`src/common/pkt_lkp_pkg.sv`:
```
package pkt_lkp_pkg;

    // ------------------------------------------------------------
    // widths and depths
    // ------------------------------------------------------------
    localparam int LKP_INFO_W     = 20;
    localparam int ODR_ID_W       = 3;
    localparam int PAYLOAD_W      = 64;
    localparam int REQ_ID_W       = 10;
    localparam int ROB_DEPTH      = 8;
    localparam int ROB_IDX_W      = 3;
    localparam int LKP_FIFO_DEPTH = 4;
    // fifo slot index width
    localparam int LKP_FIFO_IDX_W = 2;

    // ------------------------------------------------------------
    // plain vector types
    // ------------------------------------------------------------
    // lookup info toward A and result back from A
    typedef logic [LKP_INFO_W-1:0] lkp_info_t;
    typedef logic [ODR_ID_W-1:0]   odr_id_t;
    typedef logic [PAYLOAD_W-1:0]  payload_t;
    typedef logic [REQ_ID_W-1:0]   req_id_t;
    typedef logic [ROB_IDX_W-1:0]  rob_idx_t;

    // ------------------------------------------------------------
    // packed structs
    // ------------------------------------------------------------
    // packet fields from B without the payload
    typedef struct packed {
        logic      lkp_en;
        lkp_info_t lkp_info;
        odr_id_t   odr_id;
        logic      so;
    } pkt_meta_t;

    // one request toward A
    typedef struct packed {
        lkp_info_t info;
        req_id_t   req_id;
    } lkp_req_t;

    // packet as presented to D
    typedef struct packed {
        lkp_info_t rslt;
        odr_id_t   odr_id;
        logic      so;
        payload_t  payload;
    } out_pkt_t;

endpackage

```
`src/rtl/lkp_req_fifo.sv`:
```
`timescale 1ns/1ps

module lkp_req_fifo
    import pkt_lkp_pkg::*;
(
    input  logic     clk,
    input  logic     rst_i,
    input  logic     push_i,
    input  lkp_req_t req_i,
    input  logic     lkp_rdy_i,
    output logic     full_o,
    output logic     lkp_vld_o,
    output lkp_req_t lkp_req_o
);

    // ------------------------------------------------------------
    // storage and pointers
    // ------------------------------------------------------------
    lkp_req_t                  mem_q [LKP_FIFO_DEPTH];
    // msb of each pointer is the wrap bit
    logic [LKP_FIFO_IDX_W:0]   wr_ptr_q;
    logic [LKP_FIFO_IDX_W:0]   rd_ptr_q;
    logic [LKP_FIFO_IDX_W-1:0] wr_idx;
    logic [LKP_FIFO_IDX_W-1:0] rd_idx;
    logic                      empty;
    logic                      pop;

    assign wr_idx = wr_ptr_q[LKP_FIFO_IDX_W-1:0];
    assign rd_idx = rd_ptr_q[LKP_FIFO_IDX_W-1:0];

    assign empty  = (wr_ptr_q == rd_ptr_q);
    assign full_o = (wr_idx == rd_idx) &&
                    (wr_ptr_q[LKP_FIFO_IDX_W] != rd_ptr_q[LKP_FIFO_IDX_W]);

    // oldest entry goes to A
    assign lkp_vld_o = !empty;
    assign lkp_req_o = mem_q[rd_idx];
    assign pop       = lkp_vld_o && lkp_rdy_i;

    // ------------------------------------------------------------
    // pointer update
    // ------------------------------------------------------------
    always_ff @(posedge clk)
    begin
        if (rst_i)
        begin
            wr_ptr_q <= '0;
            rd_ptr_q <= '0;
        end
        else
        begin
            if (push_i && !full_o)
                wr_ptr_q <= wr_ptr_q + 1'b1;
            if (pop)
                rd_ptr_q <= rd_ptr_q + 1'b1;
        end
    end

    always_ff @(posedge clk)
    begin
        if (push_i && !full_o)
            mem_q[wr_idx] <= req_i;
    end

endmodule

```
`src/rob/payload_ram.sv`:
```
`timescale 1ns/1ps

module payload_ram
    import pkt_lkp_pkg::*;
(
    input  logic     clk,
    input  logic     wr_i,
    input  rob_idx_t wr_idx_i,
    input  payload_t wr_data_i,
    input  rob_idx_t rd_idx_i,
    output payload_t rd_data_o
);

    // one payload per rob slot
    payload_t mem_q [ROB_DEPTH];

    always_ff @(posedge clk)
    begin
        if (wr_i)
            mem_q[wr_idx_i] <= wr_data_i;
    end

    // registered read of the head slot
    always_ff @(posedge clk)
    begin
        rd_data_o <= mem_q[rd_idx_i];
    end

endmodule

```
`src/rob/rob_ctrl.sv`:
```
`timescale 1ns/1ps

module rob_ctrl
    import pkt_lkp_pkg::*;
(
    input  logic      clk,
    input  logic      rst_i,
    input  logic      pkt_vld_i,
    input  pkt_meta_t pkt_meta_i,
    input  logic      lkp_fifo_full_i,
    input  logic      rsp_vld_i,
    input  req_id_t   rsp_id_i,
    input  lkp_info_t rsp_rslt_i,
    input  logic      egress_free_i,
    output logic      pkt_rdy_o,
    output logic      lkp_push_o,
    output lkp_req_t  lkp_req_o,
    output logic      ram_wr_o,
    output rob_idx_t  ram_wr_idx_o,
    output rob_idx_t  ram_rd_idx_o,
    output logic      retire_o,
    output lkp_info_t retire_rslt_o,
    output pkt_meta_t retire_meta_o
);

    // ------------------------------------------------------------
    // slot state
    // ------------------------------------------------------------
    // pointers carry a wrap bit above the slot index
    logic [ROB_IDX_W:0]   head_q;
    logic [ROB_IDX_W:0]   tail_q;
    logic [ROB_DEPTH-1:0] done_q;
    lkp_info_t            rslt_q [ROB_DEPTH];
    pkt_meta_t            meta_q [ROB_DEPTH];

    rob_idx_t head_idx;
    rob_idx_t tail_idx;
    rob_idx_t rsp_idx;
    logic     rob_empty;
    logic     rob_full;
    logic     accept;
    logic     retire_now;

    assign head_idx = head_q[ROB_IDX_W-1:0];
    assign tail_idx = tail_q[ROB_IDX_W-1:0];
    // request id is the slot index, so its low bits pick the slot
    assign rsp_idx  = rsp_id_i[ROB_IDX_W-1:0];

    assign rob_empty = (head_q == tail_q);
    assign rob_full  = (head_idx == tail_idx) && (head_q[ROB_IDX_W] != tail_q[ROB_IDX_W]);

    // ------------------------------------------------------------
    // allocation at the tail
    // ------------------------------------------------------------
    assign pkt_rdy_o = !rob_full && !lkp_fifo_full_i;
    assign accept    = pkt_vld_i && pkt_rdy_o;

    assign lkp_push_o       = accept && pkt_meta_i.lkp_en;
    assign lkp_req_o.info   = pkt_meta_i.lkp_info;
    assign lkp_req_o.req_id = {{(REQ_ID_W-ROB_IDX_W){1'b0}}, tail_idx};

    assign ram_wr_o     = accept;
    assign ram_wr_idx_o = tail_idx;

    // head must be complete and the output stage empty
    assign retire_now   = !rob_empty && done_q[head_idx] && egress_free_i;
    assign ram_rd_idx_o = head_idx;

    always_ff @(posedge clk)
    begin
        if (rst_i)
        begin
            head_q   <= '0;
            tail_q   <= '0;
            done_q   <= '0;
            retire_o <= 1'b0;
        end
        else
        begin
            retire_o <= retire_now;
            if (retire_now)
            begin
                done_q[head_idx] <= 1'b0;
                head_q           <= head_q + 1'b1;
            end
            // bypass packets are complete on arrival
            if (accept)
            begin
                done_q[tail_idx] <= !pkt_meta_i.lkp_en;
                tail_q           <= tail_q + 1'b1;
            end
            if (rsp_vld_i)
                done_q[rsp_idx] <= 1'b1;
        end
    end

    // ------------------------------------------------------------
    // per-slot result and meta
    // ------------------------------------------------------------
    always_ff @(posedge clk)
    begin
        if (accept)
        begin
            meta_q[tail_idx] <= pkt_meta_i;
            rslt_q[tail_idx] <= '0;
        end
        if (rsp_vld_i)
            rslt_q[rsp_idx] <= rsp_rslt_i;
    end

    // registered alongside the ram read
    always_ff @(posedge clk)
    begin
        if (retire_now)
        begin
            retire_rslt_o <= rslt_q[head_idx];
            retire_meta_o <= meta_q[head_idx];
        end
    end

endmodule

```
`src/rtl/pkt_egress.sv`:
```
`timescale 1ns/1ps

module pkt_egress
    import pkt_lkp_pkg::*;
(
    input  logic      clk,
    input  logic      rst_i,
    input  logic      retire_i,
    input  lkp_info_t rslt_i,
    input  pkt_meta_t meta_i,
    input  payload_t  payload_i,
    input  logic      d_rdy_i,
    output logic      free_o,
    output logic      d_vld_o,
    output out_pkt_t  d_pkt_o
);

    // ------------------------------------------------------------
    // hold state
    // ------------------------------------------------------------
    // busy while a pulse is arriving or a packet waits for D
    assign free_o = !retire_i && !d_vld_o;

    always_ff @(posedge clk)
    begin
        if (rst_i)
        begin
            d_vld_o <= 1'b0;
        end
        else
        begin
            if (retire_i)
                d_vld_o <= 1'b1;
            else if (d_vld_o && d_rdy_i)
                d_vld_o <= 1'b0;
        end
    end

    // ------------------------------------------------------------
    // packet register
    // ------------------------------------------------------------
    always_ff @(posedge clk)
    begin
        if (retire_i)
        begin
            d_pkt_o.rslt    <= rslt_i;
            d_pkt_o.odr_id  <= meta_i.odr_id;
            d_pkt_o.so      <= meta_i.so;
            d_pkt_o.payload <= payload_i;
        end
    end

endmodule

```
`src/rtl/pkt_lkp_top.sv`:
```
`timescale 1ns/1ps

module pkt_lkp_top
    import pkt_lkp_pkg::*;
(
    input  logic      clk,
    input  logic      rst_i,

    // B side
    input  logic      b2c_pkt_vld_i,
    input  logic      b2c_pkt_lkp_en_i,
    input  lkp_info_t b2c_pkt_lkp_info_i,
    input  odr_id_t   b2c_pkt_odr_id_i,
    input  logic      b2c_pkt_so_i,
    input  payload_t  b2c_pkt_payload_i,
    output logic      c2b_pkt_rdy_o,

    // A side
    output logic      c2a_lkp_vld_o,
    output lkp_info_t c2a_lkp_info_o,
    output req_id_t   c2a_lkp_req_id_o,
    input  logic      a2c_lkp_rdy_i,
    input  logic      a2c_lkp_rsp_vld_i,
    input  req_id_t   a2c_lkp_rsp_id_i,
    input  lkp_info_t a2c_lkp_rslt_i,

    // D side
    output logic      c2d_pkt_vld_o,
    output lkp_info_t c2d_pkt_lkp_rslt_o,
    output odr_id_t   c2d_pkt_odr_id_o,
    output logic      c2d_pkt_so_o,
    output payload_t  c2d_pkt_payload_o,
    input  logic      d2c_pkt_rdy_i
);

    pkt_meta_t b_meta;
    logic      lkp_push;
    lkp_req_t  lkp_push_req;
    lkp_req_t  lkp_head_req;
    logic      lkp_fifo_full;
    logic      ram_wr;
    rob_idx_t  ram_wr_idx;
    rob_idx_t  ram_rd_idx;
    payload_t  ram_rd_data;
    logic      retire;
    lkp_info_t retire_rslt;
    pkt_meta_t retire_meta;
    logic      egress_free;
    out_pkt_t  d_pkt;

    assign b_meta = '{lkp_en:   b2c_pkt_lkp_en_i,
                      lkp_info: b2c_pkt_lkp_info_i,
                      odr_id:   b2c_pkt_odr_id_i,
                      so:       b2c_pkt_so_i};

    rob_ctrl u_rob_ctrl (
        .clk             (clk),
        .rst_i           (rst_i),
        .pkt_vld_i       (b2c_pkt_vld_i),
        .pkt_meta_i      (b_meta),
        .lkp_fifo_full_i (lkp_fifo_full),
        .rsp_vld_i       (a2c_lkp_rsp_vld_i),
        .rsp_id_i        (a2c_lkp_rsp_id_i),
        .rsp_rslt_i      (a2c_lkp_rslt_i),
        .egress_free_i   (egress_free),
        .pkt_rdy_o       (c2b_pkt_rdy_o),
        .lkp_push_o      (lkp_push),
        .lkp_req_o       (lkp_push_req),
        .ram_wr_o        (ram_wr),
        .ram_wr_idx_o    (ram_wr_idx),
        .ram_rd_idx_o    (ram_rd_idx),
        .retire_o        (retire),
        .retire_rslt_o   (retire_rslt),
        .retire_meta_o   (retire_meta)
    );

    lkp_req_fifo u_lkp_req_fifo (
        .clk       (clk),
        .rst_i     (rst_i),
        .push_i    (lkp_push),
        .req_i     (lkp_push_req),
        .lkp_rdy_i (a2c_lkp_rdy_i),
        .full_o    (lkp_fifo_full),
        .lkp_vld_o (c2a_lkp_vld_o),
        .lkp_req_o (lkp_head_req)
    );

    assign c2a_lkp_info_o   = lkp_head_req.info;
    assign c2a_lkp_req_id_o = lkp_head_req.req_id;

    payload_ram u_payload_ram (
        .clk       (clk),
        .wr_i      (ram_wr),
        .wr_idx_i  (ram_wr_idx),
        .wr_data_i (b2c_pkt_payload_i),
        .rd_idx_i  (ram_rd_idx),
        .rd_data_o (ram_rd_data)
    );

    pkt_egress u_pkt_egress (
        .clk       (clk),
        .rst_i     (rst_i),
        .retire_i  (retire),
        .rslt_i    (retire_rslt),
        .meta_i    (retire_meta),
        .payload_i (ram_rd_data),
        .d_rdy_i   (d2c_pkt_rdy_i),
        .free_o    (egress_free),
        .d_vld_o   (c2d_pkt_vld_o),
        .d_pkt_o   (d_pkt)
    );

    // unpack toward D
    assign c2d_pkt_lkp_rslt_o = d_pkt.rslt;
    assign c2d_pkt_odr_id_o   = d_pkt.odr_id;
    assign c2d_pkt_so_o       = d_pkt.so;
    assign c2d_pkt_payload_o  = d_pkt.payload;

endmodule

```
`config.mk`:
```
export PLATFORM = sky130hd
export DESIGN_NAME = pkt_lkp_top
export DESIGN_NICKNAME = d
export VERILOG_FILES = /design/src/common/pkt_lkp_pkg.sv /design/src/rtl/lkp_req_fifo.sv /design/src/rob/payload_ram.sv /design/src/rob/rob_ctrl.sv /design/src/rtl/pkt_egress.sv /design/src/rtl/pkt_lkp_top.sv
export SDC_FILE = /design/constraint.sdc
export NUM_CORES = 1
export LEC_CHECK = 0
export ABC_AREA = 1
export BUFFER_PORTS_ARGS = -buffer_cell sky130_fd_sc_hd__buf_2
export CORE_MARGIN = 4
export CORE_UTILIZATION = 45
export CTS_BUF_LIST = sky130_fd_sc_hd__clkbuf_8 sky130_fd_sc_hd__clkbuf_16
export CTS_CLUSTER_DIAMETER = 120
export DETAILED_ROUTE_END_ITERATION = 12
export PLACE_DENSITY = 0.71
export SLEW_MARGIN = 5
export SYNTH_ARGS = -nofsm -noshare
export SYNTH_HDL_FRONTEND = slang
export SYNTH_HIERARCHICAL = 1
export SYNTH_SLANG_ARGS = --single-unit
export TNS_END_PERCENT = 30
```
`constraint.sdc`:
```
create_clock -name clk -period 6 [get_ports clk]
set_input_delay 1.2 -clock clk [delete_from_list [all_inputs] [get_ports clk]]
set_output_delay 1.2 -clock clk [all_outputs]
set_load 0.02 [all_outputs]
```
==> results.toml, run 1 <==
[outcome]
outcome = "complete, no violations"

[yosys]
postSynthCellCount = 3759
syn_avg_cell_area_um2 = 11.07
syn_area_mm2 = 0.04162
yosys_warnings = 6

[floorplanning]
fp.dieH_um = 312.1
die_x_um = 312.1
pin_count = 246
die_area_mm2 = 0.09741
initial_core_util_pct = 45.40
core_area_mm2 = 0.09166
rows = 111

[clock_network]
clk_latency_ns = 0.69
clk_pin_slew_ns = 0.06
ctsResizeCount = 0
numCtsBuffers = 100
clockBufferDepth = 3
clockRootBuffer = "clkbuf_16"
cts_sinks = 1026
post_cts_buffers = 0
htreeDepth = 3
cts_hold_buffers = 0
cts_tree = "yes"

[place]
place_ws_ns = 2.184
port_buffers = 238
gp_congestion = 0.7656
hpwl_mm = 50.01

[global_route]
grt_max_degree = 223
grt_pass1_vias = 25385
track_usage_pct = 18.44
grt_pass1_wl_mm = 140.7
antenna_found_initial = 27
grt_overflow_total = 0

[final_layout]
syn_to_final_growth_pct = 12.47
nets = 4048
regArea_mm2 = 0.02992
drive_gt1_share_pct = 11.58
fill_cells = 7726
multiInputGateArea_mm2 = 0.008275

[critical_path]
r2r-start = "u_rob_ctrl/head_q[0]"
critPathArrivalTime_ns = 2.83
reg2reg_depth = 12
reg2reg_slack_ns = 2.29
critPathKind = "register to output pin"
end_kind = "output pin"
cp_max_fo = 60
startpoint = "u_rob_ctrl/head_q[0]"
crit_required_ns = 4.80
worstSetupStartpointType = "register"
r2r_end = "u_payload_ram/mem_q[3][16]"
endpoint = "c2b_pkt_rdy_o"

[sta]
setup_viol = 0
fmax_mhz = 248.3
drv_slew = 0
worst_pin_slew_ns = 1.186
hold_viol = 0
fin_crit_sh_pct = 67.11
rsz0062_at_grt = "false"
setup_tns_ns = 0
clock_skew_ns = 0.05438
fin_ws_ns = 1.973
slew_headroom_pct = 20.93
period_needed_ns = 4.027

[detailed_routing]
vias = 26246
drt_iter0_drc = 2183
dr.pass1.iters = 7
wl_per_cell_um = 17.71
drc = 0
via_per_inst = 5.044
drtAntennaViolNets = 0
routed_wl_mm = 92.17

[power]
seqPwrFrac_pct = 50.4
comb_power_share_pct = 12.9
switchingPower_mw = 4.425
p_leak_nw = 19.59
clockPowerShare_pct = 36.7
swShare_pct = 26.24
power_density_mw_per_mm2 = 360.2
p_int_mw = 12.44
peakVddDrop_mv = 0.2490

[hold_path]
hold_depth = 0
hp-class = "register to register"

[run]
maxCapViolCount = 0
-- state kept, by name, summed over array words and instances (netlist names), named ones only --
signal and cells:
u_lkp_req_fifo/rd_ptr_q 3, u_payload_ram/rd_data_o 64, u_pkt_egress/d_vld_o 1, u_rob_ctrl/meta_q 32, u_lkp_req_fifo/mem_q 120, u_rob_ctrl/retire_meta_o 4, u_rob_ctrl/retire_o 1, u_rob_ctrl/head_q 4
u_lkp_req_fifo/wr_ptr_q 3, u_rob_ctrl/rslt_q 160, u_payload_ram/mem_q 512, u_pkt_egress/d_pkt_o 88, u_rob_ctrl/tail_q 4, u_rob_ctrl/done_q 8, u_rob_ctrl/retire_rslt_o 20
-- metrics by stage --
step	power [mW]	area (µm²)	std cells	utilization, %	hold slack (ns)
2_1_floorplan	10.15	41640	3765	-	0.3855
3_3_place_gp	10.75	43410	5000	47.35	0.3861
3_5_place_dp	10.81	43410	5000	47.35	0.3887
4_1_cts	17.01	46760	5186	51.02	0.4016
5_1_grt	17.58	46790	5197	51.05	0.4053
6_report	16.86	46810	5203	51.06	0.4007
-- worst min-delay path by stage --
stage	slack, ns	startpoint	to
after detailed placement	0.39	u_payload_ram/rd_data_o[17]	u_pkt_egress/d_pkt_o[17]
after global placement	0.39	u_payload_ram/rd_data_o[1]	u_pkt_egress/d_pkt_o[1]
after CTS	0.40	u_payload_ram/rd_data_o[27]	u_pkt_egress/d_pkt_o[27]
after global routing	0.41	u_payload_ram/rd_data_o[27]	u_pkt_egress/d_pkt_o[27]
final	0.40	u_payload_ram/rd_data_o[17]	u_pkt_egress/d_pkt_o[17]
after floorplan	0.39	u_payload_ram/rd_data_o[0]	u_pkt_egress/d_pkt_o[0]
-- placed cells by master, fill, tap and decap left out, types with 7 or more instances in the layout --
cell and count:
a21oi_1 22, buf_2 238, buf_4 28, clkbuf_16 105, clkbuf_8 14, clkinv_1 15
clkinv_2 11, conb_1 7, dfxtp_1 86, diode_2 17, edfxtp_1 936, ha_1 7
inv_1 619, inv_2 12, nand2_1 932, nand2_2 8, nand3_1 264, nand4_1 8
nor2_1 388, nor2_2 8, nor2_4 9, o2111ai_1 23, o21a_1 23, o21ai_0 164
o21ai_1 7, o22ai_1 30
-- power by group through the flow --
| stage | clock [mW] | combinational, mW | sequential [mW] |
|---|---|---|---|
| floorplan | 0 | 1.54 | 8.62 |
| global placement | 0 | 2.12 | 8.64 |
| detailed placement | 0 | 2.16 | 8.65 |
| CTS | 6.32 | 2.18 | 8.50 |
| finish | 6.20 | 2.17 | 8.50 |
| global route | 6.63 | 2.42 | 8.53 |
-- cell type report --
| cell class | count | share of cell area (%) |
|---|---|---|
| antenna | 17 | 0.09089 |
| clock buffer | 119 | 6.025 |
| clock inverter | 67 | 1.147 |
| inverter | 610 | 4.919 |
| multi-input combinational | 1911 | 17.68 |
| sequential | 1026 | 63.93 |
| tap | 1186 | 3.170 |
| timing repair buffer | 267 | 3.037 |
-- metal layers --
layer	wire, µm	global-route usage, %
met2	44900	31.12
met1	37880	23.27
met3	6059	3.780
met4	3255	7.752
met5	82	0
-- critical path, cell delays in order, from the launching register on --
cell	delay, ns
dfxtp_4	0.82
inv_4	0.41
nand2_1	0.15
nand2_1	0.06
nor2_1	0.16
nand3_2	0.19
nand2_1	0.10
inv_1	0.06
buf_2	0.18
(Power assumes the default switching activity.)
==> run 2, diff against run 1 <==
- ABC_AREA: 1 -> 0
- PLACE_DENSITY: 0.71 -> 0.73
- clock period: 6 -> 3.62 ns (I/O delays scaled with it)
==> run 2 against run 1 <==
Net effect: cell area shrank 4.6%; routed wire length shrank 15%; synthesized cell count shrank 52%; clock skew grew 0.0093 ns; sequential power grew 59%; sequential share of layout area grew 3.1 points; utilization grew 1.4 points.
==> results.toml, run 2 <==
[final_layout]
drive_gt1_share_pct = 35.96
nets = 2213
largest_reg_flops = 512
syn_to_final_growth_pct = 15.75
layout_common_cells = "edfxtp_1, buf_2, mux4_2"
layout_commonest_cell = "edfxtp_1"
fin_cells = 3322
top_register = "u_payload_ram/mem_q"
reg_top3 = "u_payload_ram/mem_q: 512 flops, u_rob_ctrl/rslt_q: 160 flops, u_lkp_req_fifo/mem_q: 120 flops"

[floorplanning]
die_area_mm2 = 0.09051
initial_core_util_pct = 45.33
pin_count = 246
fp.dieH_um = 300.9
core_area_mm2 = 0.08515
die_x_um = 300.9
rows = 107

[clock_network]
numCtsBuffers = 101
clockBufferDepth = 3
clockRootBuffer = "clkbuf_16"
htreeDepth = 3
ctsResizeCount = 0
cts_tree = "yes"
clk_pin_slew_ns = 0.06
cts_hold_buffers = 0
post_cts_buffers = 0
cts_sinks = 1026
clk_latency_ns = 0.67

[critical_path]
crit_required_ns = 3.87
cpPeakStageDelay_ns = 0.49
r2r-start = "u_lkp_req_fifo/wr_ptr_q[0]"
crit_family = "simple AND/OR/NAND/NOR gates"
cp_slowest_cell = "dfxtp_1"
critPathArrivalTime_ns = 3.49
startpoint = "u_lkp_req_fifo/wr_ptr_q[0]"
crit_buf_inv = 3
end_kind = "register"
worstSetupStartpointType = "register"
worst_path_most_repeated_cell = "buf_4"
critPathKind = "register to register"
cp_max_fo = 30
path_cells = "xor2_1 > nor3_1 > nor2b_1 > o41ai_2 > buf_4 > nor2_1 > inv_1 > a31oi_1 > and2_1 > buf_4"

[global_route]
grt_max_degree = 167
grt_pass1_wl_mm = 118.2
antenna_found_initial = 14
grt_pass1_vias = 18899
track_usage_pct = 17.42
grt_overflow_total = 0

[power]
finalPower_mw = 26.00
p_leak_nw = 14.69
power_density_mw_per_mm2 = 582.0
peakVddDrop_mv = 0.4700

[sta]
slew_headroom_pct = 11.37
drv_slew = 0
hold_viol = 0
worst_pin_slew_ns = 1.329
clock_skew_ns = 0.06365
fin_crit_sh_pct = 89.29
setup_viol = 0
rsz0062_at_grt = "false"
setup_tns_ns = 0
period_needed_ns = 3.232
fmax_mhz = 309.4

[yosys]
syn_avg_cell_area_um2 = 21.35
syn_area_mm2 = 0.03859
yosys_warnings = 6
postSynthCellCount = 1808

[outcome]
outcome = "complete, no violations"

[detailed_routing]
drtAntennaViolNets = 0
vias = 17856
wl_per_cell_um = 23.70
routed_wl_mm = 78.72
dr.pass1.iters = 5
drt_iter0_drc = 1613
via_per_inst = 5.375
drc = 0

[place]
port_buffers = 238
gp_congestion = 0.7769
hpwl_mm = 44.11
dpl.cell_count = 3122

[hold_path]
hp-class = "primary input to register"
min_from = "b2c_pkt_lkp_info_i[10]"

[run]
maxCapViolCount = 0
-- run 2: cell count changes in the layout (fill, tap and decap cells not counted), sizes merged, moves of 19 or more --
cell and change:
mux4 +207, nand2b +19, o21ai -165, o22ai -30
buf +22, nand2 -926, o2111ai -23, and2 +164
mux2 +91, nand3 -260, inv -601, nor2 -384
o21a -23
-- run 2: layer usage --
layer | vias to the layer above | global-route usage [%] | share of wire, %
met4 | 16 | 4.959 | 2.1
li1 | 7788 | - | -
met3 | 122 | 4.196 | 7.2
met1 | 9326 | 22.96 | 40
met5 | - | 0 | 0.15
met2 | 604 | 29.14 | 50
-- run 2: layout make-up --
cell class                 instances  area, µm²
fill                            6532      40480
sequential                      1026      29930
multi-input combinational        651       8010
clock buffer                     113       2693
timing repair buffer             289       1712
tap                             1144       1431
clock inverter                    78      833.3
inverter                          12      45.04
antenna                            9      22.52
-- run 2: path summary, 6_finish.rpt --
check | end | slack, ns | depth (start not counted)
max | u_lkp_req_fifo/mem_q[2][23] | 0.39 | 10
min | u_lkp_req_fifo/mem_q[2][20] | 0.28 | 1
max reg2reg | u_lkp_req_fifo/mem_q[2][23] | 0.39 | 10
min reg2reg | u_pkt_egress/d_pkt_o[62] | 0.34 | 0
-- run 2: power by group --
| group | total, mW | leakage [nW] | internal, mW | switching, mW |
|---|---|---|---|---|
| combinational | 1.77 | 3.58 | 0.761 | 1.01 |
| clock | 10.8 | 1.81 | 6.32 | 4.44 |
| sequential | 13.5 | 9.30 | 13.3 | 0.143 |
-- run 2: per-stage QoR --
stage / instance area (µm²) / worst slack (ns) / util, % / hold slack, ns
final: 44670 / 0.3877 / 52.46 / 0.2797
after global routing: 44650 / 0.07302 / 52.44 / 0.2385
after CTS: 44650 / 0.2198 / 52.44 / 0.2242
after detailed placement: 41120 / 0.2522 / 48.30 / 0.3887
after global placement: 41120 / 0.3420 / 48.30 / 0.3871
after floorplan: 38630 / -1.032 / - / 0.3855
